[src/scalerPkg.sv]
`default_nettype none

package scalerPkg;
	localparam int pixelW = 8;	// One grey channel
	localparam int coordW = 11;	// Up to 2048 pixels per axis
	localparam int fracBits = 8;	// Blend weight resolution
	localparam int scaleIntBits = 4;
	localparam int scaleFracBits = 14;
	localparam int coeffW = fracBits + 1;	// Q1.8, so 1.0 fits
	localparam int posW = coordW + scaleFracBits;

	typedef logic [pixelW-1:0] pixel_t;
	typedef logic [coordW-1:0] coord_t;
	typedef logic [scaleIntBits+scaleFracBits-1:0] scale_t;	// Q4.14
	typedef logic [coeffW-1:0] coeff_t;

	localparam coeff_t coeffOne = coeff_t'(1 << fracBits);
	localparam coeff_t coeffHalf = coeff_t'(1 << (fracBits - 1));

	// All resolutions are stored minus one
	typedef struct packed {
		coord_t inXRes;
		coord_t inYRes;
		coord_t outXRes;
		coord_t outYRes;
		scale_t xScale;	// Input step per output pixel
		scale_t yScale;
		logic nearest;	// Nearest neighbour instead of bilinear
	} scaleCfg_t;

	// Neighbourhood, row first then column
	typedef struct packed {
		pixel_t p00;
		pixel_t p01;
		pixel_t p10;
		pixel_t p11;
	} quadPix_t;

	typedef struct packed {
		coeff_t p00;
		coeff_t p01;
		coeff_t p10;
		coeff_t p11;
	} quadCoeff_t;

	typedef struct packed {
		coord_t pix;	// Integer input pixel index
		logic [scaleFracBits-1:0] frac;	// Top fracBits give the weight
	} posFields_t;

	// Product of a count and a scale factor
	typedef union packed {
		logic [posW-1:0] raw;
		posFields_t part;
	} scalePos_t;
endpackage

`default_nettype wire

[src/blendPipe.sv]
`default_nettype none

module blendPipe import scalerPkg::*; (
	input logic clk,
	input logic start,
	input quadPix_t taps,
	input quadCoeff_t coeffs,
	input logic lastCol,
	input logic issue,
	output pixel_t dOut,
	output logic dOutValid
);
	localparam int prodW = pixelW + coeffW;

	quadPix_t tapReg;
	logic lastColD;	// Lined up with the buffer read
	logic [prodW-1:0] prod00, prod01, prod10, prod11;
	logic [prodW+1:0] sum;	// Room for four products
	logic [2:0] validPipe;

	assign sum = {2'b00, prod00} + {2'b00, prod01} + {2'b00, prod10} + {2'b00, prod11};

	always_ff @(posedge clk)
	begin
		lastColD <= lastCol;
		tapReg.p00 <= taps.p00;
		tapReg.p01 <= lastColD ? taps.p00 : taps.p01;	// Replicate the edge column
		tapReg.p10 <= taps.p10;
		tapReg.p11 <= lastColD ? taps.p10 : taps.p11;
		prod00 <= tapReg.p00 * coeffs.p00;
		prod01 <= tapReg.p01 * coeffs.p01;
		prod10 <= tapReg.p10 * coeffs.p10;
		prod11 <= tapReg.p11 * coeffs.p11;
		dOut <= sum[fracBits +: pixelW];	// Drop the Q1.8 fraction
	end

	// Valid follows read, tap, product and sum stages
	always_ff @(posedge clk or posedge start)
	begin
		if (start)
		begin
			validPipe <= '0;
			dOutValid <= 1'b0;
		end
		else
		begin
			validPipe <= {validPipe[1:0], issue};
			dOutValid <= validPipe[2];
		end
	end
endmodule

`default_nettype wire

[config.mk]
export PLATFORM = sky130hd
export DESIGN_NAME = blendPipe
export DESIGN_NICKNAME = d
export VERILOG_FILES = /design/src/scalerPkg.sv /design/src/blendPipe.sv
export SDC_FILE = /design/constraint.sdc
export NUM_CORES = 1
export LEC_CHECK = 0
export BUFFER_PORTS_ARGS = -buffer_cell sky130_fd_sc_hd__buf_2
export CAP_MARGIN = 20
export CORE_MARGIN = 10
export CORE_UTILIZATION = 46
export CTS_BUF_LIST = sky130_fd_sc_hd__clkbuf_4 sky130_fd_sc_hd__clkbuf_8
export DETAILED_ROUTE_END_ITERATION = 10
export PLACE_DENSITY_LB_ADDON = 0.2
export SLEW_MARGIN = 25
export SYNTH_ARGS = -nofsm -noshare
export SYNTH_HDL_FRONTEND = slang
export SYNTH_SLANG_ARGS = --single-unit
[constraint.sdc]
create_clock -name clk -period 7.5 [get_ports clk]
set_input_delay 1.125 -clock clk [delete_from_list [all_inputs] [get_ports clk]]
set_output_delay 1.125 -clock clk [all_outputs]
set_load 0.02 [all_outputs]
; ---- After elaboration in Yosys (flattened, before gate mapping)
; Cells that the tools add are included.
[totals]
regBits = 109
latchBits = 0
ram_bits = 0
rom_bits = 0
in_bits = 72
elab_cells = 21
memories = 0
[op_classes]
addsub = 3
mul = 4
n_div = 0
magnitude_cmp = 0
eq_ne = 0
n_shift = 0
mux = 2
bitwise_logic = 0
reduce_logical = 0
[ops]
columns = op, count
row1 = 8-bit by 9-bit multiplier with 16-bit output, 4
row2 = 16-bit adder, 3
row3 = 8-bit two-way mux, 2

; ---- Logic depth before layout (Yosys ltp)
[depth]
depth_word = 3
depth_mapped = 16

; ---- Worst setup path before layout
; No wires, ideal clock.
[synth_timing]
kind = input -> register
startpoint = input coeffs[5] (netlist name)
endpoint = register prod11[13]
setup_time_ns = 0.095
arrival_time_ns = 4.595
required_ns = 7.405
setup_slack_ns = 2.810
cell_stages = 14
n_path_buf = 0
cell_sequence = nand2_1 -> fa_1 -> fa_1 -> inv_1 -> fa_1 -> inv_1 -> fa_1 -> inv_1 -> ha_1 -> a21oi_1 -> a21boi_1 -> o211ai_1 -> or4b_1 -> o311ai_1
[synth_between]
elab_chain_len = 1
[synth_rtl]
columns = element, line
row1 = start: declaration, blendPipe.sv:7  ; input quadCoeff_t coeffs,
row2 = 8-bit by 9-bit multiplier with 16-bit output, blendPipe.sv:33  ; prod11 <= tapReg.p11 * coeffs.p11;
row3 = end signal: assignment, blendPipe.sv:33
row4 = end: declaration, blendPipe.sv:17  ; logic [prodW-1:0] prod00, prod01, prod10, prod11;
; Every way passes these cells.

; ---- Worst setup path in the final report
[layout_timing]
startpoint = input coeffs[14] (netlist name)
endpoint = register prod10[14]
[layout_between]
elab_chain_len = 1
[layout_rtl]
columns = element, line
row1 = 8-bit by 9-bit multiplier with 16-bit output, blendPipe.sv:32  ; prod10 <= tapReg.p10 * coeffs.p10;
row2 = end signal: assignment, blendPipe.sv:32
row3 = end: declaration, blendPipe.sv:17
; Every way passes these cells.

==> impl_metrics.py <==
metrics = {
    "grt": {
        "grt_overflow": 0,
        "antenna_found_initial": 0,
        "grt.total_usage_pct": 15.9,
        "grt_pass1_vias": 9184,
        "grt_pass1_wl_um": 44400,
        "grt_max_degree": 20,
    },
    "status": {
        "status": "completed",
    },
    "sta": {
        "holdWs_ns": 0.348,
        "hold_viol_final": 0,
        "layout_min_cycle_time_ns": 4.72,
        "post-route-worst-setup-slack_ns": 2.78,
        "fin_crit_sh_pct": 62.9,
        "finalSetupViolCount": 0,
        "slew_viol_final": 0,
        "rsz0062_at_grt": "false",
        "max_freq_ghz": 0.212,
        "final.setup_skew_ns": 0.00946,
        "worstMarginPinSlew_ns": 0.823,
        "timing.setup.tns_ns": 0,
        "slew_headroom_pct": 45.1,
    },
    "critical_path": {
        "crit_top_cell": "fa_1",
        "end_kind": "flip-flop",
        "regToRegSetupSlack_ns": 3.13,
        "crit_required_ns": 7.81,
        "crit_end": "prod10[14]$_DFF_P_",
        "r2r_end": "prod10[14]$_DFF_P_",
        "slowest_stage": "fa_1",
        "r2r_cells": 15,
        "critical_path_peak_fanout": 8,
        "critPathMaxStageDelay_ns": 0.55,
        "worstPathArrival_ns": 5.03,
        "startpoint": "coeffs[14]",
        "crit_chain": "buf_2 > nand2_1 > fa_1 > fa_1 > inv_1 > fa_1 > inv_1 > fa_1 > inv_1 > ha_1 > a21oi_2 > a2bb2oi_1 > o211ai_1 > a31o_1 > a21oi_1 > xnor2_1",
        "worstSetupStartpointType": "primary input",
        "reg2reg_from": "tapReg[13]$_DFF_P_",
        "crit_type": "primary input to flip-flop",
    },
    "power_and_ir_drop": {
        "finalPower_mw": 5.60,
        "p_per_area_nw_per_um2": 412,
        "p_leak_nw": 6.84,
        "ir_drop_uv": 469,
    },
    "worst_hold_path": {
        "hold_path_class": "flip-flop to flip-flop",
    },
    "clock_tree": {
        "clk_pin_slew_ns": 0.11,
        "htreeDepth": 3,
        "cts_sinks": 109,
        "cts_tree": "yes",
        "ctsResizeCount": 0,
        "clock_path_buffers": 2,
        "numCtsBuffers": 9,
        "post_cts_buffers": 0,
        "clk_latency_ns": 0.38,
        "root_buffer": "clkbuf_8",
        "cts_hold_buffers": 0,
    },
    "floorplanning": {
        "ios": 81,
        "start_util_pct": 46.7,
        "die_area_sq_um": 34300,
        "rows": 60,
        "die_y_um": 185,
        "die_x_um": 185,
        "core_region_area_sq_um": 26900,
    },
    "drt": {
        "wirelength_um": 25200,
        "drt_iter0_markers": 328,
        "drt.antenna.violating_nets": 0,
        "drtPass1Iterations": 4,
        "num_vias": 8447,
        "avgViaCountPerCell": 4.91,
        "wl_per_cell_um": 14.7,
        "drc": 0,
    },
    "yosys": {
        "ys_warn_count": 0,
        "yosys.area_share.adder_pct": 46.0,
        "ys_types": 53,
        "synth-compound-area-share_pct": 5.94,
        "yosys-top-cells-count": "254 x inv_1, 221 x and2_1, 193 x fa_1",
        "yosysTopAreaCellShare_pct": 30.8,
        "yosys.area.top_type": "fa_1",
        "synth_ff_type": "dfxtp_1",
        "netlist_instances": 1284,
        "synth_simple_gate_area_share_pct": 16.7,
        "syn_avg_cell_area_sq_um": 9.77,
        "netlist_area_sq_um": 12500,
        "synth_edf_count": 0,
        "synth_top_family_by_area": "adder cells",
        "syn_nets": 1702,
        "synth-xor-area-share_pct": 4.54,
        "ys_ff_latch": 109,
        "synth.area.top_cells": "fa_1 31%, dfxtp_1 17%, ha_1 15%",
        "yosys-mux-area-fraction_pct": 1.60,
        "ys_seq_area_share_pct": 17.5,
        "synthArstFlopShare_pct": 3.67,
        "synth_most_common_cell": "inv_1",
    },
    "cells_and_area": {
        "stdcell_area_sq_um": 13600,
        "antennaDiodeCount": 0,
        "fillers": 2535,
        "nets": 1791,
        "area_growth_pct": 8.19,
        "drive_gt1_share_pct": 8.71,
    },
    "place": {
        "dp_slack_ns": 2.42,
        "gp_congestion": 0.825,
        "dpl_cell_area_sq_um": 13400,
        "io_buffers": 80,
        "dpl.hpwl_um": 22000,
    },
    "job": {
        "maxCapViolCount": 0,
    },
}
flip-flops by register name (all words and copies together), names as in the netlist:
register,cells
dOut,8
dOutValid,1
lastColD,1
prod00,16
prod01,16
prod10,16
prod11,16
tapReg,32
validPipe,3
cells in the final DEF, fill, tap and decap left out, types with 2 or more instances in the layout:
cell type and count:
mux2i_1 2, o21bai_1 6, a21boi_1 3, a21o_1 8, fa_1 193, o311ai_1 2
and2_1 221, o2111ai_1 2, o211ai_1 5, clkbuf_8 9, mux2_2 16, or2_1 3
o211a_1 3, o21ai_0 9, dfrtp_1 4, inv_1 254, nand2_1 98, and3_1 2
inv_8 2, nor2b_1 7, nor3_1 7, dfxtp_1 105, o21ai_1 10, nand3_1 2
a221oi_1 3, o21a_1 2, a31oi_1 2, buf_2 80, xor2_1 7, a211oi_1 4
nand4_1 3, nand2b_1 8, or3_1 2, xnor2_1 58, nor2_1 21, a21oi_1 40
ha_1 153
metrics by stage:
step,instances,util [%]
after global routing,1719,50.5
after CTS,1719,50.5
after global placement,1703,49.7
final,1719,50.5
after floorplan,1284,-
after detailed placement,1703,49.7
kinds of logic after synthesis:
logic type	Yosys count
xor gates and xnor gates	65
adders and majority gates	346
DFF	109
buffers and inverters	256
muxes	18
and+or+nand+nor	379
AOI/OAI and AO/OA	111
report_power, final:
group	internal (mW)	leakage [nW]	switching, mW
clock	0.165	0.104	0.213
combinational	1.93	5.81	2.29
sequential	0.841	0.932	0.158
layer usage:
metal / vias to the layer above / track usage, % / wire length, um
li1: 4145 / - / -
met1: 4174 / 21.5 / 12100
met2: 116 / 26.8 / 12000
met3: 12 / 2.61 / 913
met4: 0 / 2.18 / 167
met5: - / 0 / 0
worst min path at each step:
stage	slack, ns	cells after the start	start	endpoint
final	0.35	0	validPipe[2]$_DFF_PP0_	dOutValid$_DFF_PP0_
after global routing	0.37	0	validPipe[2]$_DFF_PP0_	dOutValid$_DFF_PP0_
after CTS	0.36	0	validPipe[2]$_DFF_PP0_	dOutValid$_DFF_PP0_
after detailed placement	0.34	0	validPipe[2]$_DFF_PP0_	dOutValid$_DFF_PP0_
after global placement	0.34	0	validPipe[2]$_DFF_PP0_	dOutValid$_DFF_PP0_
after floorplan	0.33	0	validPipe[2]$_DFF_PP0_	dOutValid$_DFF_PP0_
worst max-delay path, delay by kind of cell:
family	cells	cell delay, ns
adders and majority gates	5	2.35
xor gates and xnor gates	1	0.14
and+or+nand+nor	1	0.09
AOI/OAI and AO/OA	5	0.99
buffers and inverters	4	0.31
layout make-up:
type | instances | area, sq um | share of cell area (%)
clock buffers | 10 | 131 | 0.968
clock inverters | 6 | 77.6 | 0.571
inverters | 254 | 953 | 7.02
multi-input cells | 919 | 9390 | 69.1
flip-flops and latches | 109 | 2200 | 16.2
well taps | 341 | 427 | 3.14
repair buffers | 80 | 400 | 2.95
Power figures use the tool's default switching activity.
