## src/scalerPkg.sv

```systemverilog
`default_nettype none

package scalerPkg;
	localparam int pixelW = 8;	// One grey channel
	localparam int coordW = 11;	// Up to 2048 pixels per axis
	localparam int fracBits = 8;	// Blend weight resolution
	localparam int scaleIntBits = 4;
	localparam int scaleFracBits = 14;
	localparam int coeffW = fracBits + 1;	// Q1.8, so 1.0 fits
	localparam int posW = coordW + scaleFracBits;

	typedef logic [pixelW-1:0] pixel_t;
	typedef logic [coordW-1:0] coord_t;
	typedef logic [scaleIntBits+scaleFracBits-1:0] scale_t;	// Q4.14
	typedef logic [coeffW-1:0] coeff_t;

	localparam coeff_t coeffOne = coeff_t'(1 << fracBits);
	localparam coeff_t coeffHalf = coeff_t'(1 << (fracBits - 1));

	// All resolutions are stored minus one
	typedef struct packed {
		coord_t inXRes;
		coord_t inYRes;
		coord_t outXRes;
		coord_t outYRes;
		scale_t xScale;	// Input step per output pixel
		scale_t yScale;
		logic nearest;	// Nearest neighbour instead of bilinear
	} scaleCfg_t;

	// Neighbourhood, row first then column
	typedef struct packed {
		pixel_t p00;
		pixel_t p01;
		pixel_t p10;
		pixel_t p11;
	} quadPix_t;

	typedef struct packed {
		coeff_t p00;
		coeff_t p01;
		coeff_t p10;
		coeff_t p11;
	} quadCoeff_t;

	typedef struct packed {
		coord_t pix;	// Integer input pixel index
		logic [scaleFracBits-1:0] frac;	// Top fracBits give the weight
	} posFields_t;

	// Product of a count and a scale factor
	typedef union packed {
		logic [posW-1:0] raw;
		posFields_t part;
	} scalePos_t;
endpackage

`default_nettype wire

```

## src/lineWriter.sv

```systemverilog
`default_nettype none

module lineWriter import scalerPkg::*; #(
	parameter int bufferDepth = 4,
	localparam int fillW = $clog2(bufferDepth + 1)
) (
	input logic clk,
	input logic start,
	input scaleCfg_t cfg,
	input pixel_t dIn,
	input logic dInValid,
	input logic [fillW-1:0] fillCount,
	output logic nextDin,
	output logic wrEn,
	output coord_t wrAddr,
	output pixel_t wrData,
	output logic advanceWrite,
	output logic readyForRead,
	output logic allWritten
);
	typedef enum logic [1:0] {wrIdle, wrRead, wrDone} wrState_t;

	wrState_t wrState;
	coord_t colCount;
	coord_t rowCount;	// Input row being taken
	coord_t wrOutLine;	// Output line whose top row is looked up next
	coord_t nextTop;	// First top row above rowCount
	coord_t lastTop;	// Latest top row at or below rowCount
	scalePos_t topPos;
	logic discard;	// Current row is not needed
	logic settled;
	logic accept;
	logic rowEnd;

	assign topPos.raw = posW'(wrOutLine) * posW'(cfg.yScale);
	assign settled = nextTop > rowCount;	// Lookup has caught up
	assign nextDin = wrState == wrRead && settled && fillCount < fillW'(bufferDepth);
	assign accept = dInValid && nextDin;
	assign rowEnd = accept && colCount == cfg.inXRes;
	assign wrEn = accept && !discard;
	assign wrAddr = colCount;
	assign wrData = dIn;
	assign advanceWrite = rowEnd && !discard;	// Completed line joins the ring
	assign allWritten = wrState == wrDone;

	// Walk output lines until their top row passes the current row
	always_ff @(posedge clk or posedge start)
	begin
		if (start)
		begin
			wrOutLine <= '0;
			nextTop <= '0;
			lastTop <= '0;
		end
		else if (!settled)
		begin
			lastTop <= nextTop;
			if (wrOutLine > cfg.outYRes)
				nextTop <= '1;	// No more output lines
			else
			begin
				nextTop <= topPos.part.pix;
				wrOutLine <= wrOutLine + 1'b1;
			end
		end
	end

	always_ff @(posedge clk or posedge start)
	begin
		if (start)
		begin
			wrState <= wrIdle;
			colCount <= '0;
			rowCount <= '0;
			discard <= 1'b0;	// Row 0 is always a top row
			readyForRead <= 1'b0;
		end
		else
		begin
			case (wrState)
				wrIdle: wrState <= wrRead;
				wrRead:
				begin
					if (rowEnd)
					begin
						colCount <= '0;
						rowCount <= rowCount + 1'b1;
						// Keep the next row if it is a top row or the one under a top row
						discard <= !(nextTop == rowCount + 1'b1 || lastTop == rowCount);
						if (rowCount == coordW'(1))
							readyForRead <= 1'b1;
						if (rowCount == cfg.inYRes)
							wrState <= wrDone;
					end
					else if (accept)
						colCount <= colCount + 1'b1;
				end
				default: ;	// Frame taken, wait for start
			endcase
		end
	end
endmodule

`default_nettype wire

```

## config.mk

```make
export PLATFORM = sky130hd
export DESIGN_NAME = lineWriter
export DESIGN_NICKNAME = d
export VERILOG_FILES = /design/src/scalerPkg.sv /design/src/lineWriter.sv
export SDC_FILE = /design/constraint.sdc
export NUM_CORES = 1
export LEC_CHECK = 0
export BUFFER_PORTS_ARGS = -buffer_cell sky130_fd_sc_hd__buf_2
export CAP_MARGIN = 20
export CORE_MARGIN = 2
export CORE_UTILIZATION = 61
export CTS_CLUSTER_DIAMETER = 30
export DETAILED_ROUTE_END_ITERATION = 8
export PLACE_DENSITY = 0.84
export RECOVER_POWER = 50
export SYNTH_ARGS = -nofsm -noshare
export SYNTH_HDL_FRONTEND = slang
export SYNTH_SLANG_ARGS = --single-unit
```

## constraint.sdc

```tcl
create_clock -name clk -period 7.2 [get_ports clk]
set_input_delay 1.44 -clock clk [delete_from_list [all_inputs] [get_ports clk]]
set_output_delay 1.44 -clock clk [all_outputs]
set_load 0.02 [all_outputs]
```

# After elaboration in Yosys (flattened, before gate mapping)
# Cells that the tools add are included.
[totals]
rom_bits = 0
ff_bits = 59
mem_bits_rw = 0
latchBits = 0
wordCells = 49
memories = 0
output_inout_bits = 24
[op_classes]
n_addsub = 3
n_mux = 6
bitwise_logic = 2
shifts = 0
n_eq_ne = 9
n_mul = 1
n_lt_le_gt_ge = 3
n_div = 0
n_reduce_logical = 17
[ops]
columns = ["op", "count"]
rows = [
  ["11-bit equality test", 4],
  ["11-bit by 1-bit adder with 11-bit output (second input constant)", 3],
  ["11-bit two-way mux", 3],
  ["11-bit by 18-bit multiplier with 25-bit output", 1],
  ["11-bit > comparator", 2],
  ["11-bit by 1-bit equality test with 1-bit output (second input constant)", 1],
  ["1-bit logical AND", 6],
  ["2-bit AND reduction", 3],
  ["3-bit AND reduction", 2],
  ["2-bit two-way mux", 2],
  ["2-bit one-hot mux with 2 select lines", 1],
  ["2-bit nonzero test", 2],
  ["3-bit < comparator (second input constant)", 1],
  ["2-bit by 1-bit equality test with 1-bit output (second input constant)", 1],
  ["2-bit equality test (second input constant)", 1],
  ["1-bit logical NOT", 2],
  ["2-bit logical NOT", 1],
  ["2-bit by 1-bit != test with 1-bit output (second input constant)", 1],
  ["2-bit != test (second input constant)", 1],
  ["1-bit NOT", 2],
  ["1-bit logical OR", 1],
]

# Longest topological paths before layout
[logic_depth]
word_depth = 7
depth_mapped = 22

# Worst setup path before layout
# No wires, ideal clock.
[synth_path]
kind = "input to register"
startpoint = "input cfg[7] (netlist bit)"
endpoint = "register nextTop[9]"
arrival_ns = 6.371
setup_time_ns = 0.123
n_path_buf = 1
cell_stages = 19
slack_ns = 0.706
cell_sequence = "clkbuf_1 nand2_1 fa_1 inv_1 fa_1 fa_1 fa_1 inv_1 fa_1 inv_1 ha_1 a21oi_1 o21ai_0 a2111oi_4 a21oi_2 o211ai_2 a21boi_1 or4_1 o221a_2"
[synth_via]
elab_chain_cells = 2
[synth_lines]
columns = ["element", "line_no", "source"]
rows = [
  ["start: declaration", "lineWriter.sv:9", "input scaleCfg_t cfg,"],
  ["11-bit by 18-bit multiplier with 25-bit output", "lineWriter.sv:35", "assign topPos.raw = posW'(wrOutLine) * posW'(cfg.yScale);"],
  ["11-bit two-way mux", "lineWriter.sv:58", "if (wrOutLine > cfg.outYRes)"],
  ["end signal: assignment", "lineWriter.sv:62", "nextTop <= topPos.part.pix;"],
  ["end: declaration", "lineWriter.sv:27", "coord_t nextTop;"],
]
# Every way passes these cells.
# A chain may end at the register's enable or synchronous reset.

# Worst setup path in the final report
# Same ends and word-level chain as after synthesis.

==> impl_summary.md <==
Power and ir drop
The combinational cell fraction of total power is 0.232. Internal power comes to 691 uW. The worst-case vdd ir drop is between 90 and 100 uV.

The switching power summed over all nets is roughly 300 uW. Of the total power, registers draw 0.368. Of the total power, the share spent switching nets is 0.303. The leakage power total is 4.99 nW. In this run the power density over the cells is just under 100 mW/mm^2. The share of total power dissipated in the clock network is 0.399.

CTS
The H-tree generated during clock tree synthesis spans 3 levels. The hold buffer count at CTS is 0. The CTS tree is built.

The TritonCTS buffer count is 9. In this run the deepest clock path goes through 2 buffers. The buffer cell driving the clock tree root is sky130_fd_sc_hd__clkbuf_16. Clock-pin slew was measured on the worst setup and hold paths at roughly 0.050 ns. The clock latency at the later pin of the worst-skew pair is around 0.32 ns. The count of clock tree sinks is between 50 and 60.

The post-cts repair resize count is 0. Once the clock tree was built, the setup fixing pass inserted 0 buffers.

Timing
Of the available clock period, the critical path in the final layout requires 0.897. Setup slack on the critical path of the routed design comes to 0.742 ns. The final setup violation count is 0. For the pin with the worst max-slew slack, the measured transition is 3.06 ns. The number of endpoints with negative hold slack in the final report is 0. The achievable clock frequency is approximately 0.15 GHz. Measured against its own limit, the worst slew margin works out to -1.04. The final clock skew is ~0.0045 ns. The number of pins exceeding their max-slew limit in the final report was 60. Setup repair after global routing left no endpoint under its margin. After layout, the minimum clock period comes to around 6.5 ns. The final setup TNS is 0 ns.

Layout
The number of antenna diodes in the final layout is 0. Summing all flip-flop and latch instances after layout gives roughly 0.0015 sq mm. The number of standard cells in the final layout excluding fillers is ~1.3k. The net total in the final layout is 1367. The library cell used most frequently in the layout, excluding fill and tap cells, is sky130_fd_sc_hd__inv_1.

Leaving out fill and tap cells, the most frequent cells in the layout are sky130_fd_sc_hd__inv_1 (182), sky130_fd_sc_hd__fa_1 (137), sky130_fd_sc_hd__nand2_1 (129). From synthesis to final layout, the design area changed by 6.33%. The ratio of cells with drive above 1 in the final layout is 0.111. In the final layout, the multi-input gates occupy around 0.007 sq mm. The number of fillers in the final layout is around 1.2k.

Measured on the finished design, the core utilization comes to 0.663.

Outcome
The run finished, with violations left. The final reports fail on capacitance limit, slew limit.

GRT
In the global route stage, overall resource usage came out at 0.272. The sum of overflow across all layers after global routing is 0. The global-route wire length before repair is between 30000 and 40000 um.

The number of global-route vias before repair was approximately 7.5k. The largest net degree at the start of global routing is 60. The number of antenna violations at the first check in global routing was 0.

Synth
By area the synthesized netlist is led by sky130_fd_sc_hd__fa_1 (29%), sky130_fd_sc_hd__dfrtp_1 (16%), sky130_fd_sc_hd__ha_1 (9.7%), sky130_fd_sc_hd__inv_1 (7.2%), sky130_fd_sc_hd__and2_1 (5.8%). Of the synthesized area, sequential elements account for 0.156. In the synthesized netlist the dominant register cell turns out to be sky130_fd_sc_hd__dfrtp_1. The proportion of netlist area held by the largest area contributor is 0.290. Of all cell types, the one taking the most synthesized area is sky130_fd_sc_hd__fa_1. The cell count after synthesis is 1037. The synthesized area per cell is about 9.1 sq um. Yosys printed 0 warnings. Counting flops with a built-in enable in the synthesized netlist gives 0.

The net count after synthesis is 1342. Summing every instance area after synthesis gives roughly 0.0094 sq mm. For this run, asynchronously set or reset flops after synthesis account for 1.00. Yosys mapped the design onto 65 distinct sky130hd cell types. Counting flops and latches in the post-synthesis netlist gives around 60.

Placed design
Timing analysis after detailed placement gives a worst setup slack of approximately 0.42 ns. The count of input and output buffers is 70. Detailed placement ended at an HPWL of roughly 16000 um.

The cell total after placement is 1239. The weighted congestion reported at the end of routability-driven placement is slightly below 0.9.

Setup path
The endpoint kind of the worst setup timing path is a flip-flop. The worst setup path is of the primary input to flip-flop kind. The critical-path cell with the highest stage delay is sky130_fd_sc_hd__fa_1. The endpoint required time on the critical path is about 7.4 ns. The highest net fanout along the worst path is 11. The kind of launch point of the worst setup path is a primary input.

The delay of the slowest critical-path stage is roughly 0.55 ns. The critical path arrival is 6.67 ns. The most repeated library cell on the critical path is sky130_fd_sc_hd__fa_1. The critical path goes through buf_2 -> nand2_1 -> fa_1 -> inv_1 -> fa_1 -> fa_1 -> fa_1 -> inv_1 -> fa_1 -> inv_1 -> ha_1 -> a21oi_1 -> o21ai_0 -> a2111oi_4 -> a21oi_2 -> o211ai_2 -> a21boi_1 -> or4_1 -> o221a_2.

Floorplanning
around 120 I/O pins were placed. In this run the standard cell core region covers ~0.015 sq mm. Measured along the y axis, the die boundary spans 128 um. Measured along the x axis, the die boundary spans between 100 and 150 um. The area enclosed by the die boundary is approximately 0.016 sq mm. The initial cell density of the core is 0.624.

The initialized floorplan defines 45 standard-cell rows.

Drt
The total number of vias is just over 7k. Dividing the detail-routed via count by the number of cells gives 5.73. The detailed router finished its first iteration with about 400 violations. The number of search-and-repair iterations in the first detailed-routing pass is 5.

The post-detailed-route count of antenna-violating nets is 0. After detailed routing, the average wire length per cell comes to 16.8 um. The total length of routed wires is 21000 um. For this run, design rule violations remaining after detail routing come to 0.

Worst hold path
The min-delay analysis places its worst path in the category flip-flop to flip-flop.

Flow run
The tool flagged a number of max-cap violations equal to 1.
cell usage after synthesis (14+ instances only):
master                     instances
sky130_fd_sc_hd__inv_1           182
sky130_fd_sc_hd__o21ai_0          23
sky130_fd_sc_hd__ha_1             73
sky130_fd_sc_hd__a21oi_1          22
sky130_fd_sc_hd__nand3_1          17
sky130_fd_sc_hd__fa_1            137
sky130_fd_sc_hd__nand4_1          14
sky130_fd_sc_hd__nand2_1         129
sky130_fd_sc_hd__clkbuf_1         39
sky130_fd_sc_hd__xor2_1           38
sky130_fd_sc_hd__dfrtp_1          59
sky130_fd_sc_hd__and2_1           88
sky130_fd_sc_hd__xnor2_1          43
sky130_fd_sc_hd__nor2_1           33
cell families after synthesis:
family          Yosys count  synth area share
xor+xnor                 85            0.0820
mux                      17            0.0197
buf+inv                 249             0.107
compound gates           86            0.0653
flops                    59             0.156
simple gates            331             0.183
fa+ha+maj               210             0.387
power groups by stage:
stage	logic, mW	clock network [mW]	registers, mW
2_1_floorplan	0.172	0	0.372
3_3_place_gp	0.224	0	0.368
3_5_place_dp	0.233	0	0.369
4_1_cts	0.235	0.399	0.363
5_1_grt	0.262	0.410	0.367
6_report	0.230	0.396	0.365
path summary, 6_finish.rpt:
path                       depth (start not counted)    startpoint  slack [ns]      endpoint
min in group asynchronous                          3         start        2.28     wrAddr[5]
setup reg to reg                                  19  wrOutLine[2]        1.24    nextTop[9]
hold reg to reg                                    1  readyForRead        0.49  readyForRead
max in group asynchronous                          3         start        3.19  wrOutLine[1]
setup / recovery                                  19        cfg[7]        0.74    nextTop[9]
hold / removal                                     1  readyForRead        0.49  readyForRead
worst max-delay path: cells and delay by family:
family | cells | cell delay [ns]
simple gates | 2 | 0.53
buf+inv | 4 | 0.38
fa+ha+maj | 6 | 2.96
compound gates | 7 | 1.35
final cells by class:
type / instances / share of cell area
multi-input cells: 729 / 0.693
clock inverters: 2 / 0.000996
well taps: 188 / 0.0234
flip-flops and latches: 59 / 0.147
repair buffers: 79 / 0.0397
clock buffers: 13 / 0.0269
inverters: 184 / 0.0690
metal layers:
| metal | vias up | GRT usage | share of wire |
|---|---|---|---|
| met2 | 298 | 0.480 | 0.50 |
| li1 | 3261 | - | - |
| met4 | 0 | 0.0860 | 0.020 |
| met5 | - | 0 | 0 |
| met1 | 3582 | 0.348 | 0.42 |
| met3 | 46 | 0.0374 | 0.060 |
through the flow:
step | power (mW) | hold slack (ns) | area (sq um)
floorplan | 0.545 | 0.449 | 9450
global placement | 0.591 | 0.455 | 9780
detailed placement | 0.602 | 0.481 | 9780
CTS | 0.997 | 0.491 | 10100
global route | 1.04 | 0.518 | 10000
finish | 0.991 | 0.491 | 10000
registers in the layout, summed over array words and instances (netlist names):
signal,cells
lastTop,11
nextTop,11
rowCount,11
wrAddr,11
wrOutLine,11
wrState,2
discard,1
readyForRead,1
No activity file was read; power rests on OpenSTA's default activity.
