--- src/scalerPkg.sv ---
`default_nettype none

package scalerPkg;
	localparam int pixelW = 8;	// One grey channel
	localparam int coordW = 11;	// Up to 2048 pixels per axis
	localparam int fracBits = 8;	// Blend weight resolution
	localparam int scaleIntBits = 4;
	localparam int scaleFracBits = 14;
	localparam int coeffW = fracBits + 1;	// Q1.8, so 1.0 fits
	localparam int posW = coordW + scaleFracBits;

	typedef logic [pixelW-1:0] pixel_t;
	typedef logic [coordW-1:0] coord_t;
	typedef logic [scaleIntBits+scaleFracBits-1:0] scale_t;	// Q4.14
	typedef logic [coeffW-1:0] coeff_t;

	localparam coeff_t coeffOne = coeff_t'(1 << fracBits);
	localparam coeff_t coeffHalf = coeff_t'(1 << (fracBits - 1));

	// All resolutions are stored minus one
	typedef struct packed {
		coord_t inXRes;
		coord_t inYRes;
		coord_t outXRes;
		coord_t outYRes;
		scale_t xScale;	// Input step per output pixel
		scale_t yScale;
		logic nearest;	// Nearest neighbour instead of bilinear
	} scaleCfg_t;

	// Neighbourhood, row first then column
	typedef struct packed {
		pixel_t p00;
		pixel_t p01;
		pixel_t p10;
		pixel_t p11;
	} quadPix_t;

	typedef struct packed {
		coeff_t p00;
		coeff_t p01;
		coeff_t p10;
		coeff_t p11;
	} quadCoeff_t;

	typedef struct packed {
		coord_t pix;	// Integer input pixel index
		logic [scaleFracBits-1:0] frac;	// Top fracBits give the weight
	} posFields_t;

	// Product of a count and a scale factor
	typedef union packed {
		logic [posW-1:0] raw;
		posFields_t part;
	} scalePos_t;
endpackage

`default_nettype wire

--- src/scaleControl.sv ---
`default_nettype none

module scaleControl import scalerPkg::*; #(
	parameter int bufferDepth = 4,
	localparam int fillW = $clog2(bufferDepth + 1)
) (
	input logic clk,
	input logic start,
	input scaleCfg_t cfg,
	input logic readyForRead,
	input logic allWritten,
	input logic nextDout,
	input logic [fillW-1:0] fillCount,
	output coord_t rdAddr,
	output logic advanceRead1,
	output logic advanceRead2,
	output logic issue,
	output logic lastCol,
	output scalePos_t xPos,
	output scalePos_t yPos
);
	typedef enum logic [1:0] {rdStart, rdLine, rdDone} rdState_t;

	rdState_t rdState;
	coord_t outCol;	// Output column being issued
	coord_t outLine;
	scalePos_t yPosNext;	// Look-ahead for the following line
	logic validInt;	// Buffer holds the lines this output line needs
	logic lineStall;	// Gap while the read pointer moves

	assign issue = nextDout && validInt && !lineStall;
	assign rdAddr = xPos.part.pix;
	assign lastCol = xPos.part.pix == cfg.inXRes;	// Right taps fall off the line

	always_ff @(posedge clk or posedge start)
	begin
		if (start)
		begin
			rdState <= rdStart;
			outCol <= '0;
			outLine <= '0;
			xPos <= '0;
			yPos <= '0;
			yPosNext <= '0;
			validInt <= 1'b0;
			lineStall <= 1'b0;
			advanceRead1 <= 1'b0;
			advanceRead2 <= 1'b0;
		end
		else
		begin
			advanceRead1 <= 1'b0;	// Advances are single pulses
			advanceRead2 <= 1'b0;
			lineStall <= 1'b0;
			case (rdState)
				rdStart:
				begin
					if (readyForRead)	// Lines 0 and 1 are in
					begin
						rdState <= rdLine;
						validInt <= 1'b1;
					end
				end
				rdLine:
				begin
					if (issue)
					begin
						if (outCol == cfg.outXRes)
						begin
							// Move the buffer to the next line's top input line
							if (yPosNext.part.pix == yPos.part.pix + 1'b1)
							begin
								advanceRead1 <= 1'b1;
								if (fillCount < fillW'(3))
									validInt <= 1'b0;	// Wait for one more line
							end
							else if (yPosNext.part.pix > yPos.part.pix + 1'b1)
							begin
								advanceRead2 <= 1'b1;
								if (fillCount < fillW'(4))
									validInt <= 1'b0;
							end
							if (outLine == cfg.outYRes)
								rdState <= rdDone;
							outCol <= '0;
							outLine <= outLine + 1'b1;
							xPos <= '0;
							yPos <= yPosNext;
							lineStall <= 1'b1;
						end
						else
						begin
							outCol <= outCol + 1'b1;
							xPos.raw <= posW'(outCol + 1'b1) * posW'(cfg.xScale);
						end
					end
					// Fill count is stale while an advance is pending
					else if (!validInt && !advanceRead1 && !advanceRead2 &&
						(fillCount >= fillW'(2) || allWritten))
						validInt <= 1'b1;
				end
				rdDone:
				begin
					validInt <= 1'b0;
					// Drain leftover lines so the input side can finish the frame
					advanceRead1 <= !advanceRead1 && !advanceRead2 && fillCount != '0;
				end
				default: rdState <= rdStart;
			endcase
			yPosNext.raw <= posW'(outLine + 1'b1) * posW'(cfg.yScale);
		end
	end
endmodule

`default_nettype wire

--- config.mk ---
export PLATFORM = sky130hd
export DESIGN_NAME = scaleControl
export DESIGN_NICKNAME = d
export VERILOG_FILES = /design/src/scalerPkg.sv /design/src/scaleControl.sv
export SDC_FILE = /design/constraint.sdc
export NUM_CORES = 1
export LEC_CHECK = 0
export ABC_CLOCK_PERIOD_IN_PS = 19200
export BUFFER_PORTS_ARGS = -buffer_cell sky130_fd_sc_hd__buf_2
export CAP_MARGIN = 20
export CORE_ASPECT_RATIO = 1.25
export CORE_MARGIN = 1.5
export CORE_UTILIZATION = 50
export CTS_CLUSTER_SIZE = 30
export DETAILED_ROUTE_END_ITERATION = 10
export PLACE_DENSITY = 0.69
export SYNTH_ARGS = -nofsm -noshare
export SYNTH_HDL_FRONTEND = slang
export SYNTH_SLANG_ARGS = --single-unit
--- constraint.sdc ---
create_clock -name clk -period 19.2 [get_ports clk]
set_input_delay 3.84 -clock clk [delete_from_list [all_inputs] [get_ports clk]]
set_output_delay 3.84 -clock clk [all_outputs]
set_load 0.05 [all_outputs]
Yosys cells after proc, flatten, opt, wreduce, memory -nomap -nowiden
Index checks and enable logic that the tools add are counted.

operators by class
  shift operators = 0
  magnitude comparators = 4
  reductions and logical operators = 19
  $mul = 2
  muxes and demuxes = 28
  divide/modulo/power cells = 0
  bitwise logic cells = 1
  add/subtract/negate cells = 5
  eq/ne operators = 15

operators with widths
  kind                   number
  $mul 12x18->25         2
  $eq 11x11->1           4
  $add 11x1->11 const B  3
  $mux 25                1
  $add 11x1->12 const B  2
  $mux 1                 19
  $ne 4x4->1 const B     3
  $gt 11x11->1           1
  $mux 11                1
  $mux 2                 4
  $ne 2x2->1 const B     4
  $logic_and 1x1->1      7
  $reduce_and 7->1       1
  $ne 3x3->1 const B     2
  $pmux 2 s3             1
  $reduce_bool 3->1      2
  $reduce_and 5->1       1
  $logic_not 1->1        4
  $ge 3x2->1 const B     1
  $lt 3x2->1 const B     1
  $lt 3x3->1 const B     1
  $pmux 1 s3             1
  $reduce_and 3->1       1
  $eq 2x1->1 const B     1
  6 further kinds        6

word-level totals
  RAM bits = 0
  register bits = 103
  memories kept = 0
  output and inout bits = 65
  bits in latches = 0
  bits in read-only memories = 0
  word-level logic and storage cells = 84
  input bits = 89

Logic depth before layout (Yosys ltp)
  word-level depth = 7
  mapped depth = 26
  depth with buffers taken out = 23

Worst setup path after synthesis
No wires, ideal clock.

  path type = in2out
  start point = input cfg[79] in the netlist's numbering
  end point = output lastCol
  path buffers = 0
  arrival time = 5165 ps
  cell stages on the path = 3
  slack = 10195 ps
  required time = 15360 ps
  cells stage by stage = xnor2_1 > nand4_1 > nor3_1

between the ends
  word-level cells in the longest chain between the ends = 1

RTL lines
  element          RTL line            RTL
  start, declared  scaleControl.sv:9   input scaleCfg_t cfg,
  $eq 11x11->1     scaleControl.sv:33  assign lastCol = xPos.part.pix == cfg.inXRes;
  end, declared    scaleControl.sv:18  output logic lastCol,

No other way between the ends.

Worst setup path after layout
  start point = input cfg[24] in the netlist's numbering
  end point = register xPos[23] in the netlist's numbering

between the ends
  word-level cells in the longest chain between the ends = 2

RTL lines
  element         RTL line            RTL
  $mul 12x18->25  scaleControl.sv:94  xPos.raw <= posW'(outCol + 1'b1) * posW'(cfg.xScale);
  $mux 25         scaleControl.sv:68  if (outCol == cfg.outXRes)
  end, declared   scaleControl.sv:19  output scalePos_t xPos,

No other way between the ends.
A chain may end at the register's enable or synchronous reset.

==> flow_summary.yaml <==
timing:
  final_max_slew_viol_count: 0
  min_period_over_period_pct: 47.65
  worst-slew-pin-transition_ns: 1.148
  final-setup-viol-count: 0
  clock-skew-final_ns: 0.009123
  unrepaired_setup_endpoints_after_global_routing: "no"
  finalHoldViolations: 0
  hold-worst-slack_ns: 0.4789
  finalCriticalPeriod_ns: 9.148
  fin_tns_setup_ns: 0
  max_clock_freq_mhz: 109.3
  slew-limit-headroom_pct: 23.43
placed_design:
  gpl.final_weighted_congestion: 0.8958
  placed_cell_area_um2: 18130
  number_of_buffers_inserted_by_port_buffering: 141
  detailedPlacementHpwl_um: 33580
clock_network:
  clkLatencyLatePin_ns: 0.36
  postCtsHoldBufs: 0
  tritoncts: "done"
  htree_num_levels: 3
  clock_tree.root_cell: "sky130_fd_sc_hd__clkbuf_16"
  numCtsBuffers: 9
  clk_transition_reported_paths_ns: 0.08
  cts_buffer_depth: 2
  cts.sink_count: 103
  ctsResizeCount: 0
  post_cts.repair.setup_buffers: 0
drt:
  drt-wirelength-per-cell_um: 17.96
  total_routed_length_um: 42660
  dr_total_vias: 12850
  post_drt_via_cell_ratio: 5.411
  antenna_left: 0
  drt_pre_antenna_iters: 5
  detail_route.drc_violations: 0
  drt-initial-drc-count: 798
synth:
  number_of_synthesis_warnings: 0
  synth-main-ff-cell: "sky130_fd_sc_hd__dfrtp_1"
  synthesized_instance_count: 1874
  netlist_area_um2: 17120
  syn_avg_cell_area_um2: 9.134
  synth.yosys.seq_area_share_pct: 15.06
  yosys.cell_types.count: 63
  postSynthNetCount: 2379
  number_of_enable_flip_flop_cells_after_synthesis: 0
  async_set_or_reset_flop_fraction_in_the_synthesized_netlist_pct: 100.0
  synth_seq_cells: 103
final_layout:
  final_cell_mix: "sky130_fd_sc_hd__inv_1, sky130_fd_sc_hd__nand2_1, sky130_fd_sc_hd__fa_1"
  design_area_um2: 18400
  most_frequent_standard_cell_in_the_layout_excluding_fill_and_tap_cells: "sky130_fd_sc_hd__inv_1"
  fillers: 3039
  area_delta_synth_final_pct: 7.506
  seqCellArea_um2: 2577
  post_route_cells_drive_above_1_share_pct: 11.42
  multiInputGateArea_um2: 12840
  count_of_antenna_diodes_in_the_layout: 0
  finalNetCount: 2452
  utilization_after_layout_pct: 54.63
setup_path:
  timing.critical_path.arrival_ns: 9.42
  timing.rr.start: "outCol[0]"
  crit_path_end_kind: "flip-flop"
  setup.worst_path.start: "cfg[24]"
  critical_path_class: "primary input to flip-flop"
  cp_max_fanout: 12
  critPathRequiredTime_ns: 19.47
  timing.critical_path.from_type: "primary input"
global_route:
  global_route.usage.met2_pct: 47.99
  wire_length_of_the_first_global_routing_pass_um: 69660
  number_of_antenna_violations_at_the_first_check_in_global_routing: 0
  grt_use_met1_pct: 28.53
  number_of_global_route_vias_before_repair: 13708
  gr-usage-all-layers_pct: 25.54
  globalRoute.busiestLayer: "met2"
  grt.overflow.total: 0
  globalRouteMet3Util_pct: 3.206
  grt_max_degree: 68
worst_hold_path:
  hold_start: "xPos[0]"
  worstHoldPathType: "flip-flop to flip-flop"
power:
  max-vdd-ir-drop_v: 0.00007380
  leakage_power_total_nw: 9.090
  p_per_area_nw_per_um2: 85.93
run_status:
  status: "finished, final reports clean"
floorplanning:
  initial_utilization_pct: 50.81
  num_io_pins: 154
  num_rows: 75
  die_area_um2: 35360
  die-width_um: 168.5
  die_h_um: 209.9
  core_area_um2: 33690
job:
  timing.max_cap.violations: 0
==> cells by family after synthesis <==
family / Yosys count / synth area share, %
AOI/OAI and AO/OA: 148 / 5.504
xor gates and xnor gates: 119 / 6.257
adders and majority gates: 416 / 43.74
buffers and inverters: 457 / 10.34
DFF: 103 / 15.06
muxes: 29 / 1.900
and+or+nand+nor: 602 / 17.21
==> per-layer routing <==
layer / wire (µm) / vias up / share of wire [%]
li1: - / 5785 / -
met1: 15280 / 6535 / 36
met2: 23190 / 417 / 54
met3: 2371 / 113 / 5.6
met4: 1816 / 0 / 4.3
met5: 0 / - / 0
==> stage by stage <==
stage | setup slack, ns | instances | total power [mW]
2_1_floorplan | 10.19 | 1874 | 1.117
3_3_place_gp | 9.788 | 2358 | 1.383
3_5_place_dp | 9.705 | 2359 | 1.413
4_1_cts | 10.10 | 2375 | 1.599
5_1_grt | 9.828 | 2375 | 1.735
6_report | 10.05 | 2375 | 1.581
==> final timing paths <==
path                            end  slack (ns)  depth (start not counted)
setup / recovery           xPos[23]       10.05                         20
min in group asynchronous   xPos[1]        3.51                          2
max in group asynchronous  validInt       14.47                          3
setup reg to reg           xPos[23]       11.42                         23
hold reg to reg             xPos[0]        0.48                          2
hold / removal              xPos[0]        0.48                          2
==> critical path, stage by stage <==
cell	delay [ns]
sky130_fd_sc_hd__buf_2	0.22
sky130_fd_sc_hd__and2_1	0.20
sky130_fd_sc_hd__fa_1	0.54
sky130_fd_sc_hd__inv_1	0.06
sky130_fd_sc_hd__fa_1	0.53
sky130_fd_sc_hd__inv_1	0.05
sky130_fd_sc_hd__fa_1	0.47
sky130_fd_sc_hd__fa_1	0.56
sky130_fd_sc_hd__inv_1	0.06
sky130_fd_sc_hd__fa_1	0.53
sky130_fd_sc_hd__inv_1	0.07
sky130_fd_sc_hd__ha_1	0.36
sky130_fd_sc_hd__and4_1	0.23
sky130_fd_sc_hd__and3_1	0.17
sky130_fd_sc_hd__a32oi_1	0.28
sky130_fd_sc_hd__a31oi_1	0.18
sky130_fd_sc_hd__a221oi_1	0.50
sky130_fd_sc_hd__o21ai_0	0.22
sky130_fd_sc_hd__xnor2_1	0.17
sky130_fd_sc_hd__o31ai_1	0.18
==> state kept, by name (all words and copies together) (netlist names) <==
| signal | flops |
|---|---|
| rdState | 2 |
| advanceRead1 | 1 |
| lineStall | 1 |
| validInt | 1 |
| yPosNext | 25 |
| yPos | 25 |
| advanceRead2 | 1 |
| outLine | 11 |
| xPos | 25 |
| outCol | 11 |
==> synth_stat cells, types with 3 or more instances <==
library cell | count | area share [%]
sky130_fd_sc_hd__buf_4 | 11 | 0.48
sky130_fd_sc_hd__a21o_1 | 7 | 0.31
sky130_fd_sc_hd__a21oi_1 | 33 | 0.96
sky130_fd_sc_hd__and2_1 | 141 | 5.2
sky130_fd_sc_hd__o31ai_1 | 7 | 0.31
sky130_fd_sc_hd__nor4_1 | 3 | 0.11
sky130_fd_sc_hd__xor2_1 | 23 | 1.2
sky130_fd_sc_hd__buf_2 | 9 | 0.26
sky130_fd_sc_hd__or2_2 | 3 | 0.11
sky130_fd_sc_hd__nor2_1 | 25 | 0.55
sky130_fd_sc_hd__fa_1 | 304 | 36
sky130_fd_sc_hd__xnor2_1 | 93 | 4.8
sky130_fd_sc_hd__o41ai_1 | 5 | 0.26
sky130_fd_sc_hd__o21bai_1 | 7 | 0.31
sky130_fd_sc_hd__and4_1 | 4 | 0.20
sky130_fd_sc_hd__clkbuf_1 | 71 | 1.6
sky130_fd_sc_hd__and3_1 | 10 | 0.37
sky130_fd_sc_hd__mux2_2 | 28 | 1.8
sky130_fd_sc_hd__nand4_1 | 10 | 0.37
sky130_fd_sc_hd__dfrtp_1 | 103 | 15
sky130_fd_sc_hd__o21ai_0 | 49 | 1.4
sky130_fd_sc_hd__nor3_1 | 14 | 0.41
sky130_fd_sc_hd__nand3_1 | 23 | 0.67
sky130_fd_sc_hd__or3_1 | 4 | 0.15
sky130_fd_sc_hd__o211ai_1 | 3 | 0.13
sky130_fd_sc_hd__o21a_1 | 10 | 0.44
sky130_fd_sc_hd__inv_1 | 363 | 8.0
sky130_fd_sc_hd__nand2b_1 | 34 | 1.2
sky130_fd_sc_hd__nor2b_1 | 9 | 0.33
sky130_fd_sc_hd__nand2_1 | 310 | 6.8
sky130_fd_sc_hd__a211oi_1 | 5 | 0.22
sky130_fd_sc_hd__ha_1 | 112 | 8.2
==> area by class of cell <==
| type | instances | area share, % |
|---|---|---|
| Sequential cell | 103 | 14.01 |
| Tap cell | 423 | 2.876 |
| Timing Repair Buffer | 155 | 4.406 |
| Clock inverter | 6 | 0.2312 |
| Multi-Input combinational cell | 1314 | 69.80 |
| Inverter | 364 | 7.438 |
| Clock buffer | 10 | 1.244 |
==> power by group <==
group	internal [mW]	switching (mW)	total, mW
logic	0.411	0.718	1.13
registers	0.247	0.0267	0.274
clock network	0.0886	0.0897	0.178
(Power assumes the default switching activity.)
