<file path="config.mk">
export PLATFORM = sky130hd
export DESIGN_NAME = coeffGen
export DESIGN_NICKNAME = d
export VERILOG_FILES = /design/src/scalerPkg.sv /design/src/coeffGen.sv
export SDC_FILE = /design/constraint.sdc
export NUM_CORES = 1
export LEC_CHECK = 0
export ABC_AREA = 1
export CAP_MARGIN = 10
export CORE_MARGIN = 2
export CORE_UTILIZATION = 65
export DETAILED_ROUTE_END_ITERATION = 7
export DONT_BUFFER_PORTS = 1
export PLACE_DENSITY = 0.78
export REMOVE_ABC_BUFFERS = 1
export SYNTH_ARGS = -nofsm -noshare
export SYNTH_HDL_FRONTEND = slang
export SYNTH_SLANG_ARGS = --single-unit
</file>
<file path="constraint.sdc">
create_clock -name clk -period 9.7 [get_ports clk]
set_input_delay 2.91 -clock clk [delete_from_list [all_inputs] [get_ports clk]]
set_output_delay 2.91 -clock clk [all_outputs]
set_load 0.01 [all_outputs]
</file>
<file path="src/scalerPkg.sv">
`default_nettype none

package scalerPkg;
	localparam int pixelW = 8;	// One grey channel
	localparam int coordW = 11;	// Up to 2048 pixels per axis
	localparam int fracBits = 8;	// Blend weight resolution
	localparam int scaleIntBits = 4;
	localparam int scaleFracBits = 14;
	localparam int coeffW = fracBits + 1;	// Q1.8, so 1.0 fits
	localparam int posW = coordW + scaleFracBits;

	typedef logic [pixelW-1:0] pixel_t;
	typedef logic [coordW-1:0] coord_t;
	typedef logic [scaleIntBits+scaleFracBits-1:0] scale_t;	// Q4.14
	typedef logic [coeffW-1:0] coeff_t;

	localparam coeff_t coeffOne = coeff_t'(1 << fracBits);
	localparam coeff_t coeffHalf = coeff_t'(1 << (fracBits - 1));

	// All resolutions are stored minus one
	typedef struct packed {
		coord_t inXRes;
		coord_t inYRes;
		coord_t outXRes;
		coord_t outYRes;
		scale_t xScale;	// Input step per output pixel
		scale_t yScale;
		logic nearest;	// Nearest neighbour instead of bilinear
	} scaleCfg_t;

	// Neighbourhood, row first then column
	typedef struct packed {
		pixel_t p00;
		pixel_t p01;
		pixel_t p10;
		pixel_t p11;
	} quadPix_t;

	typedef struct packed {
		coeff_t p00;
		coeff_t p01;
		coeff_t p10;
		coeff_t p11;
	} quadCoeff_t;

	typedef struct packed {
		coord_t pix;	// Integer input pixel index
		logic [scaleFracBits-1:0] frac;	// Top fracBits give the weight
	} posFields_t;

	// Product of a count and a scale factor
	typedef union packed {
		logic [posW-1:0] raw;
		posFields_t part;
	} scalePos_t;
endpackage

`default_nettype wire

</file>
<file path="src/coeffGen.sv">
`default_nettype none

module coeffGen import scalerPkg::*; (
	input logic clk,
	input logic start,
	input scalePos_t xPos,
	input scalePos_t yPos,
	input logic nearest,
	output quadCoeff_t coeffs
);
	coeff_t xBlend;	// Weight of the right column
	coeff_t yBlend;	// Weight of the lower row
	coeff_t xInv;
	coeff_t yInv;
	logic xHigh;
	logic yHigh;

	// Q1.8 product rounded to nearest
	function automatic coeff_t roundMul(input coeff_t a, input coeff_t b);
		logic [2*coeffW-1:0] prod;
		prod = a * b + (coeffHalf - 1'b1);
		return prod[fracBits +: coeffW];
	endfunction

	assign xInv = coeffOne - xBlend;
	assign yInv = coeffOne - yBlend;
	assign xHigh = xBlend >= coeffHalf;	// Closer to the right column
	assign yHigh = yBlend >= coeffHalf;

	always_ff @(posedge clk or posedge start)
	begin
		if (start)
		begin
			xBlend <= '0;
			yBlend <= '0;
			coeffs <= '0;
		end
		else
		begin
			// y is sampled too, it changes right after a line's last column
			xBlend <= {1'b0, xPos.part.frac[scaleFracBits-1 -: fracBits]};
			yBlend <= {1'b0, yPos.part.frac[scaleFracBits-1 -: fracBits]};
			if (nearest)
			begin
				coeffs.p00 <= (!xHigh && !yHigh) ? coeffOne : '0;
				coeffs.p01 <= (xHigh && !yHigh) ? coeffOne : '0;
				coeffs.p10 <= (!xHigh && yHigh) ? coeffOne : '0;
				coeffs.p11 <= (xHigh && yHigh) ? coeffOne : '0;
			end
			else
			begin
				coeffs.p00 <= roundMul(xInv, yInv);
				coeffs.p01 <= roundMul(xBlend, yInv);
				coeffs.p10 <= roundMul(xInv, yBlend);
				coeffs.p11 <= roundMul(xBlend, yBlend);
			end
		end
	end
endmodule

`default_nettype wire

</file>
* Word level (Yosys, flattened, before mapping)
Index checks and enable logic that the tools add are counted.
** Operators by class
- $add $sub $neg :: 6
- Multiply operators :: 4
- $lt $le $gt $ge :: 2
- Multiplexer cells :: 5
- Reductions and logical operators :: 6
** Operator list (number)
- 17-bit by 7-bit adder with 17-bit output, second input constant :: 3
- 36-bit 2-to-1 mux :: 1
- 9-bit 2-to-1 mux :: 4
- 9-bit by 8-bit subtractor with 9-bit output, first input constant :: 2
- 16-bit by 7-bit adder with 17-bit output, second input constant :: 1
- 8-bit by 9-bit multiplier with 17-bit output :: 1
- 9-bit by 8-bit multiplier with 17-bit output :: 1
- 9-bit by 9-bit multiplier with 17-bit output :: 1
- 8-bit >= comparator, second input constant :: 2
- 8-bit by 8-bit multiplier with 16-bit output :: 1
- 1-bit logical AND :: 4
- 1-bit zero test :: 2
** Storage, ports and cells
- Bits in registers :: 52
- Bits of input ports :: 53
- Output and inout port bits :: 36
- Word-level logic and storage cells :: 29

* Depth between registers and ports, before layout
Gate-level depths: netlist (run 1).
- Depth in word-level cells :: 5
- Depth in mapped cells :: 28
- Depth with buffers taken out :: 27

* Worst setup path before layout (run 1)
No wires, ideal clock.
- Path kind :: register to register
- From :: register xBlend[0]
- To :: register coeffs[31] (netlist name)
- Library setup time :: 117 ps
- Data arrival time :: 5224 ps
- Data required time :: 9583 ps
- Path slack :: 4360 ps
- Stages on the path, launching flop included :: 29
- Buffers on the path :: 1
- Clock period less this slack :: 5340 ps
- Cell sequence :: dfrtp_1 -> buf_4 -> clkinv_1 -> ha_1 -> nand3_1 -> inv_1 -> nand2_1 -> nand2_2 -> inv_1 -> nand2_1 -> fa_1 -> inv_1 -> fa_1 -> fa_1 -> fa_1 -> inv_1 -> fa_1 -> inv_1 -> ha_1 -> nand2_1 -> inv_1 -> nand2_1 -> and2_1 -> nand2_2 -> nand2_1 -> o21bai_1 -> nand2_1 -> nand2_1 -> nor2_1
** On the way
- Word-level cells in the longest chain between the ends :: 4
** Ends and longest elaborated chain
- start: declaration :: RTL line coeffGen.sv:11 : coeff_t xBlend;
- start signal: assignment :: RTL line coeffGen.sv:41 : xBlend <= {1'b0, xPos.part.frac[scaleFracBits-1 -: fracBits]};
- 9-bit by 8-bit subtractor with 9-bit output :: RTL line coeffGen.sv:25 : assign xInv = coeffOne - xBlend;
- 9-bit by 9-bit multiplier with 17-bit output :: RTL line coeffGen.sv:21 : prod = a * b + (coeffHalf - 1'b1);
- 17-bit by 7-bit adder with 17-bit output :: RTL line coeffGen.sv:21
- 36-bit 2-to-1 mux :: RTL line coeffGen.sv:43 : if (nearest)
- end: declaration :: RTL line coeffGen.sv:9 : output quadCoeff_t coeffs
Every way passes these cells.

* Worst setup path in the final report (run 1)
Same ends and word-level chain as after synthesis.

==> out/qor.yml, run 1 <==
grt:
  grt_usage_pct: 30.75
  grt_max_degree: 53
  antenna_found_initial: 0
  grt_pass1_wl_um: 45500
  grt_pass1_vias: 9512
  grt_overflow: 0
timing:
  period_minus_slack_ns: 6.237
  slew_violations: 0
  finalWorstSetupSlack_ns: 3.463
  tightest_slew_ns: 0.7761
  rsz0062_at_grt: "false"
  max_freq_ghz: 0.1603
  fin_crit_sh_pct: 64.30
  hold_viol: 0
  skew_ns: 0.01025
  setup_viol: 0
  whs_ns: 0.9371
  fin_setup_tns_ns: 0
  relSlewSlack_pct: 48.26
synthesis:
  synth_cell_types: 39
  synth-seq-cells: 52
  avgSynthCellArea_um2: 7.710
  netlist_top_cells_count: "nand2_1 (329), inv_1 (328), nor2_1 (189)"
  synthesis.area_mm2: 0.01163
  yosys.area.top_type: "fa_1"
  synth_area_leaders: "fa_1 (32%), ha_1 (16%), dfrtp_1 (11%)"
  synth-main-ff-cell: "dfrtp_1"
  synth_edf_count: 0
  ys_seq_area_share_pct: 11.19
  syn_inst: 1508
  yosysTopAreaCellShare_pct: 32.02
  yosys_warnings: 0
  synth.most_common_cell: "nand2_1"
  synthArstFlopShare_pct: 100.0
floorplan:
  die_w_um: 137.7
  initial_utilization_pct: 66.76
  fp.dieH_um: 137.7
  die_area_mm2: 0.01897
  ios: 89
  core_area_mm2: 0.01742
  row_count: 48
worst_setup_path:
  path_common_cell: "nand2_1"
  cp-start-kind: "flip-flop"
  rrSetupSlack_ns: 3.46
  critPathMaxFanout: 12
  critPathRequiredTime_ns: 9.90
  cp_top_family: "adder cells"
  critPathMaxStageDelay_ns: 0.66
  arrival_ns: 6.44
  path_buf_inv: 7
  slowest_stage: "dfrtp_1"
  cp-end-kind: "flip-flop"
  critical_path_class: "reg -> reg"
power:
  leakage_nw: 6.896
  vdd_drop_max_mv: 0.2326
  p_per_area_mw_per_mm2: 235.9
clock_network:
  cts_tree: "built"
  htreeDepth: 2
  clk_pin_slew_ns: 0.07
  cts-resized-gates: 0
  cts_root_buf: "clkbuf_16"
  cts_buffer_depth: 2
  cts.sink_count: 52
  clk_latency_ns: 0.31
  cts_hold_repair.buffers: 0
  cts_setup_buffers: 0
  cts_buffers: 5
drt:
  dr.pass1.iters: 6
  vias_per_cell: 5.507
  ant_nets: 0
  drc: 0
  wl_per_cell_um: 15.71
  vias: 9433
  drtIter0Drc: 626
  wl_um: 26910
placed_design:
  dp_hpwl_um: 22280
  place_congestion: 0.9460
  pre_cts_slack_ns: 3.531
  io_buffers: 0
final_layout:
  antenna_cells: 0
  syn_to_final_growth_pct: 2.766
  fillers: 1506
  drive_gt1_share_pct: 2.352
  final_nets: 1879
flow_run:
  drv_cap: 0
min_path:
  min_path_type: "reg -> reg"
outcome:
  outcome: "finished clean"
## layout make-up
class                      count  area, um^2  area share [%]
clock inverter                 2       12.51          0.1047
clock buffer                   5       125.1           1.047
sequential                    52        1301           10.89
tap                          225       281.5           2.356
timing repair buffer           2       27.53          0.2304
inverter                     340        1279           10.70
multi-input combinational   1087        8922           74.67
## state kept, by name (all words and copies together), names as in the netlist
register	count
coeffs	36
xBlend	8
yBlend	8
## worst register-to-register path: stages (launching register included)
cell	delay, ns
dfrtp_1	0.66
clkinv_1	0.37
ha_1	0.34
nand3_1	0.18
inv_1	0.08
nand2_1	0.09
nand2_2	0.18
inv_1	0.27
nand2_1	0.12
fa_1	0.52
inv_1	0.05
fa_1	0.48
fa_1	0.51
fa_1	0.49
inv_1	0.05
fa_1	0.50
inv_1	0.05
ha_1	0.30
nand2_1	0.10
inv_1	0.06
nand2_1	0.05
and2_1	0.14
nand2_2	0.12
nand2_1	0.08
o21bai_1	0.18
nand2_1	0.07
nand2_1	0.06
nor2_1	0.04
## metal layers
layer	up-vias	routed length (um)	GRT usage, %	part of all wire, %
met5	-	0	0.8333	0
met4	0	866	10.77	3.2
met3	59	1926	4.930	7.2
met2	354	12870	51.85	48
met1	4515	11240	40.32	42
li1	4505	-	-	-
## through the flow
stage | instances | total power, W | util [%] | instance area, um^2
after floorplan | 1479 | 0.002122 | - | 11500
after global placement | 1705 | 0.002556 | 67.70 | 11790
after detailed placement | 1705 | 0.002610 | 67.70 | 11790
after CTS | 1712 | 0.002813 | 68.49 | 11930
after global routing | 1713 | 0.003207 | 68.61 | 11950
final | 1713 | 0.002818 | 68.61 | 11950
## where the power goes
part	internal (W)	switching, W
combinational	0.000858	0.00144
clock	0.0000939	0.0000820
sequential	0.000278	0.0000643
total	0.00123	0.00159
## cells in the final DEF, fill, tap and decap left out, drive strengths merged
master,n
a21boi,7
a21o,5
a21oi,72
and2,2
and3,1
buf,2
clkbuf,5
clkinv,7
clkinvlp,1
dfrtp,52
fa,186
ha,152
inv,334
nand2,333
nand3,54
nand3b,2
nand4,1
nor2,196
nor3,7
nor4,4
o21a,4
o21ai,44
o21bai,3
o31ai,1
or2,2
xnor2,8
xor2,3
## path summary, 6_finish.rpt
check,to,from,cells after the start
worst min register to register,coeffs[26],xBlend[7],2
max in group asynchronous,coeffs[35],start,2
worst min-delay path,coeffs[26],xBlend[7],2
worst max register to register,coeffs[31],xBlend[0],27
worst max-delay path,coeffs[31],xBlend[0],27
min in group asynchronous,coeffs[8],start,1
## cells by family after synthesis
logic type                 Yosys count  synth area share (%)
xor gates and xnor gates            11                 1.055
and+or+nand+nor                    602                 21.02
DFF                                 52                 11.19
adders and majority gates          338                 48.38
AOI/OAI and AO/OA                  136                 6.284
buffers and inverters              369                 12.07
(Power assumes the default switching activity.)
==> run 2, diff against run 1 <==
--- a/config.mk
+++ b/config.mk
@@ -8,10 +8,10 @@
 export ABC_AREA = 1
 export CAP_MARGIN = 10
 export CORE_MARGIN = 2
-export CORE_UTILIZATION = 65
+export CORE_UTILIZATION = 61
 export DETAILED_ROUTE_END_ITERATION = 7
 export DONT_BUFFER_PORTS = 1
-export PLACE_DENSITY = 0.78
+export PLACE_DENSITY = 0.77
 export REMOVE_ABC_BUFFERS = 1
 export SYNTH_ARGS = -nofsm -noshare
 export SYNTH_HDL_FRONTEND = slang
==> constraint.sdc (replaced) <==
create_clock -name clk -period 5.2 [get_ports clk]
set_input_delay 1.56 -clock clk [delete_from_list [all_inputs] [get_ports clk]]
set_output_delay 1.56 -clock clk [all_outputs]
set_load 0.01 [all_outputs]
==> out/qor.yml, run 2 (synthesis results as in run 1) <==
outcome:
  violations: "setup timing"
  outcome: "complete, but fails checks"
floorplan:
  initial_utilization_pct: 62.16  # -4.6 points
  core_area_mm2: 0.01871  # +7.4%
  ios: 89  # unchanged
  die_w_um: 142.1  # +3.1%
  row_count: 50  # +4.2%
  die_area_mm2: 0.02018  # +6.4%
  fp.dieH_um: 142.1  # +3.1%
power:
  p_per_area_mw_per_mm2: 482.9  # +100%
  leakage_nw: 7.375  # +7.0%
  vdd_drop_max_mv: 0.7091  # +200%
final_layout:
  drive_gt1_share_pct: 12.81  # +10 points
  largest-register: "coeffs"
  syn_to_final_growth_pct: 12.28
  largest_reg_flops: 36  # unchanged
  final_common_cell: "inv_1"
  final_nets: 1975  # +5.1%
  final_util_pct: 69.79  # +1.2 points
  reg_top3: "coeffs: 36 flops, xBlend: 8 flops, yBlend: 8 flops"
  final_cell_mix: "inv_1 (320), nand2_1 (318), fa_1 (185)"
  fin_cells: 1820  # +6.2%
drt:
  wl_per_cell_um: 15.72  # about the same
  routed.top_layer: "met4"
  ant_nets: 0  # unchanged
  wl_met2_um: 13290  # +3.2%
  vias: 9861  # +4.5%
  met1Wirelength_um: 11950  # +6.3%
  drc: 0  # unchanged
  dr.pass1.iters: 5  # -1
  drtIter0Drc: 750  # +20%
  vias_per_cell: 5.418  # -1.6%
  wl_um: 28610  # +6.3%
  wl_met3_um: 2165  # +12%
min_path:
  min-delay-start: "xBlend[7]"
  min_path_type: "reg -> reg"
grt:
  grt_overflow: 0  # unchanged
  grt_usage_pct: 29.06  # -1.7 points
  grt_max_degree: 34  # -36%
  antenna_found_initial: 0  # unchanged
  grt_pass1_vias: 9888  # +4.0%
  grt_pass1_wl_um: 46640  # +2.5%
worst_setup_path:
  critical_path_class: "reg -> reg"
  critPathMaxFanout: 4  # -8
  arrival_ns: 5.45  # -0.99 ns
  critPathRequiredTime_ns: 5.39  # -4.51 ns
  cp-startpoint: "xBlend[0]"
  cp-end-kind: "flip-flop"
  cp-start-kind: "flip-flop"
  reg2reg_from: "xBlend[0]"
timing:
  slew_violations: 0  # unchanged
  max_freq_ghz: 0.1901  # +19%
  period_minus_slack_ns: 5.260  # -0.9768 ns
  skew_ns: 0.01063  # +0.0003819 ns
  tightest_slew_ns: 0.4339  # -0.3422 ns
  hold_viol: 0  # unchanged
  finalWorstSetupSlack_ns: -0.06039  # -3.523 ns
  rsz0062_at_grt: "true"
  relSlewSlack_pct: 71.04  # +23 points
  fin_crit_sh_pct: 101.2  # +37 points
  setup_viol: 2  # +2
flow_run:
  drv_cap: 0  # unchanged
clock_network:
  clk_latency_ns: 0.30  # about the same
  clk_pin_slew_ns: 0.07  # about the same
  cts_root_buf: "clkbuf_16"
  cts_hold_repair.buffers: 0  # unchanged
  cts_tree: "built"
  cts_buffers: 5  # unchanged
  htreeDepth: 2  # unchanged
  cts.sink_count: 52  # unchanged
  cts_buffer_depth: 2  # unchanged
placed_design:
  place_congestion: 0.9302  # -1.7%
  dp_hpwl_um: 23810  # +6.9%
  dp.cells: 1806  # +5.9%
  io_buffers: 0  # unchanged
[run 2: changes by cell type in the layout (fill, tap and decap cells not counted), sizes merged]
cell | before | now
buf | 2 | 98
diode | 0 | 1
clkinv | 7 | 4
inv | 334 | 336
clkbuf | 5 | 7
[run 2: per-stage QoR]
step                      power [W]  cell area, um^2  TNS [ns]  hold WS, ns  worst slack (ns)
after floorplan            0.003958            11500   -0.9088       0.6876           -0.2131
after global placement     0.005089            12510         0       0.8002           0.02317
after detailed placement   0.005193            12510  -0.05109       0.7764          -0.05109
after CTS                  0.005618            12680         0       0.8134           0.03064
after global routing       0.007120            13050    -2.776       0.8412           -0.3243
final                      0.006305            13060   -0.1160       0.7956          -0.06039
[run 2: final timing paths]
path / cells after the start / slack [ns] / to
max: 26 / -0.06 / coeffs[31]
min: 3 / 0.80 / coeffs[17]
max reg2reg: 26 / -0.06 / coeffs[31]
min reg2reg: 3 / 0.80 / coeffs[17]
max in group asynchronous: 2 / 3.26 / xBlend[1]
min in group asynchronous: 1 / 1.13 / coeffs[9]
[run 2: repair_timing]
| action | 4_1_cts | 5_1_grt |
|---|---|---|
| resized for setup | 7 | 96 |
| pin swaps | 3 | 24 |
| setup buffers | 0 | 5 |
| endpoints found under the setup margin | 4 | 26 |
[run 2: final cells by class]
type,count,area [um^2]
antenna,1,2.502
clock buffer,7,142.6
clock inverter,1,7.507
fill,1479,5650
inverter,340,1284
multi-input combinational,1087,9261
sequential,52,1305
tap,234,292.8
timing repair buffer,98,759.5
[run 2: report_power, final]
group	switching (W)	internal, W	total (W)	leakage (nW)
combinational	0.00310	0.00225	0.00535	6.65
sequential	0.0000897	0.000519	0.000609	0.653
clock	0.000155	0.000192	0.000348	0.0701
[run 2: worst max-delay path, cell delays in order, from the launching register on]
cell,delay [ns]
dfrtp_2,0.46
buf_6,0.14
nor3_4,0.20
nand2_2,0.10
o21ai_2,0.16
nand2_2,0.08
inv_2,0.08
nand2_2,0.06
fa_1,0.50
inv_2,0.04
fa_1,0.49
fa_1,0.56
fa_1,0.56
inv_2,0.05
fa_1,0.56
inv_2,0.05
ha_4,0.28
nand2_4,0.06
inv_2,0.05
nand2_2,0.05
and2_4,0.14
nand2_4,0.08
nand2_2,0.06
o21bai_1,0.16
nand2_1,0.07
nand2_1,0.05
nor2_1,0.04
[run 2: per-layer routing]
metal,GRT usage (%),vias to the layer above
met1,38.63,4643
met2,48.26,424
li1,-,4700
met4,10.21,0
met5,0,-
met3,5.013,94
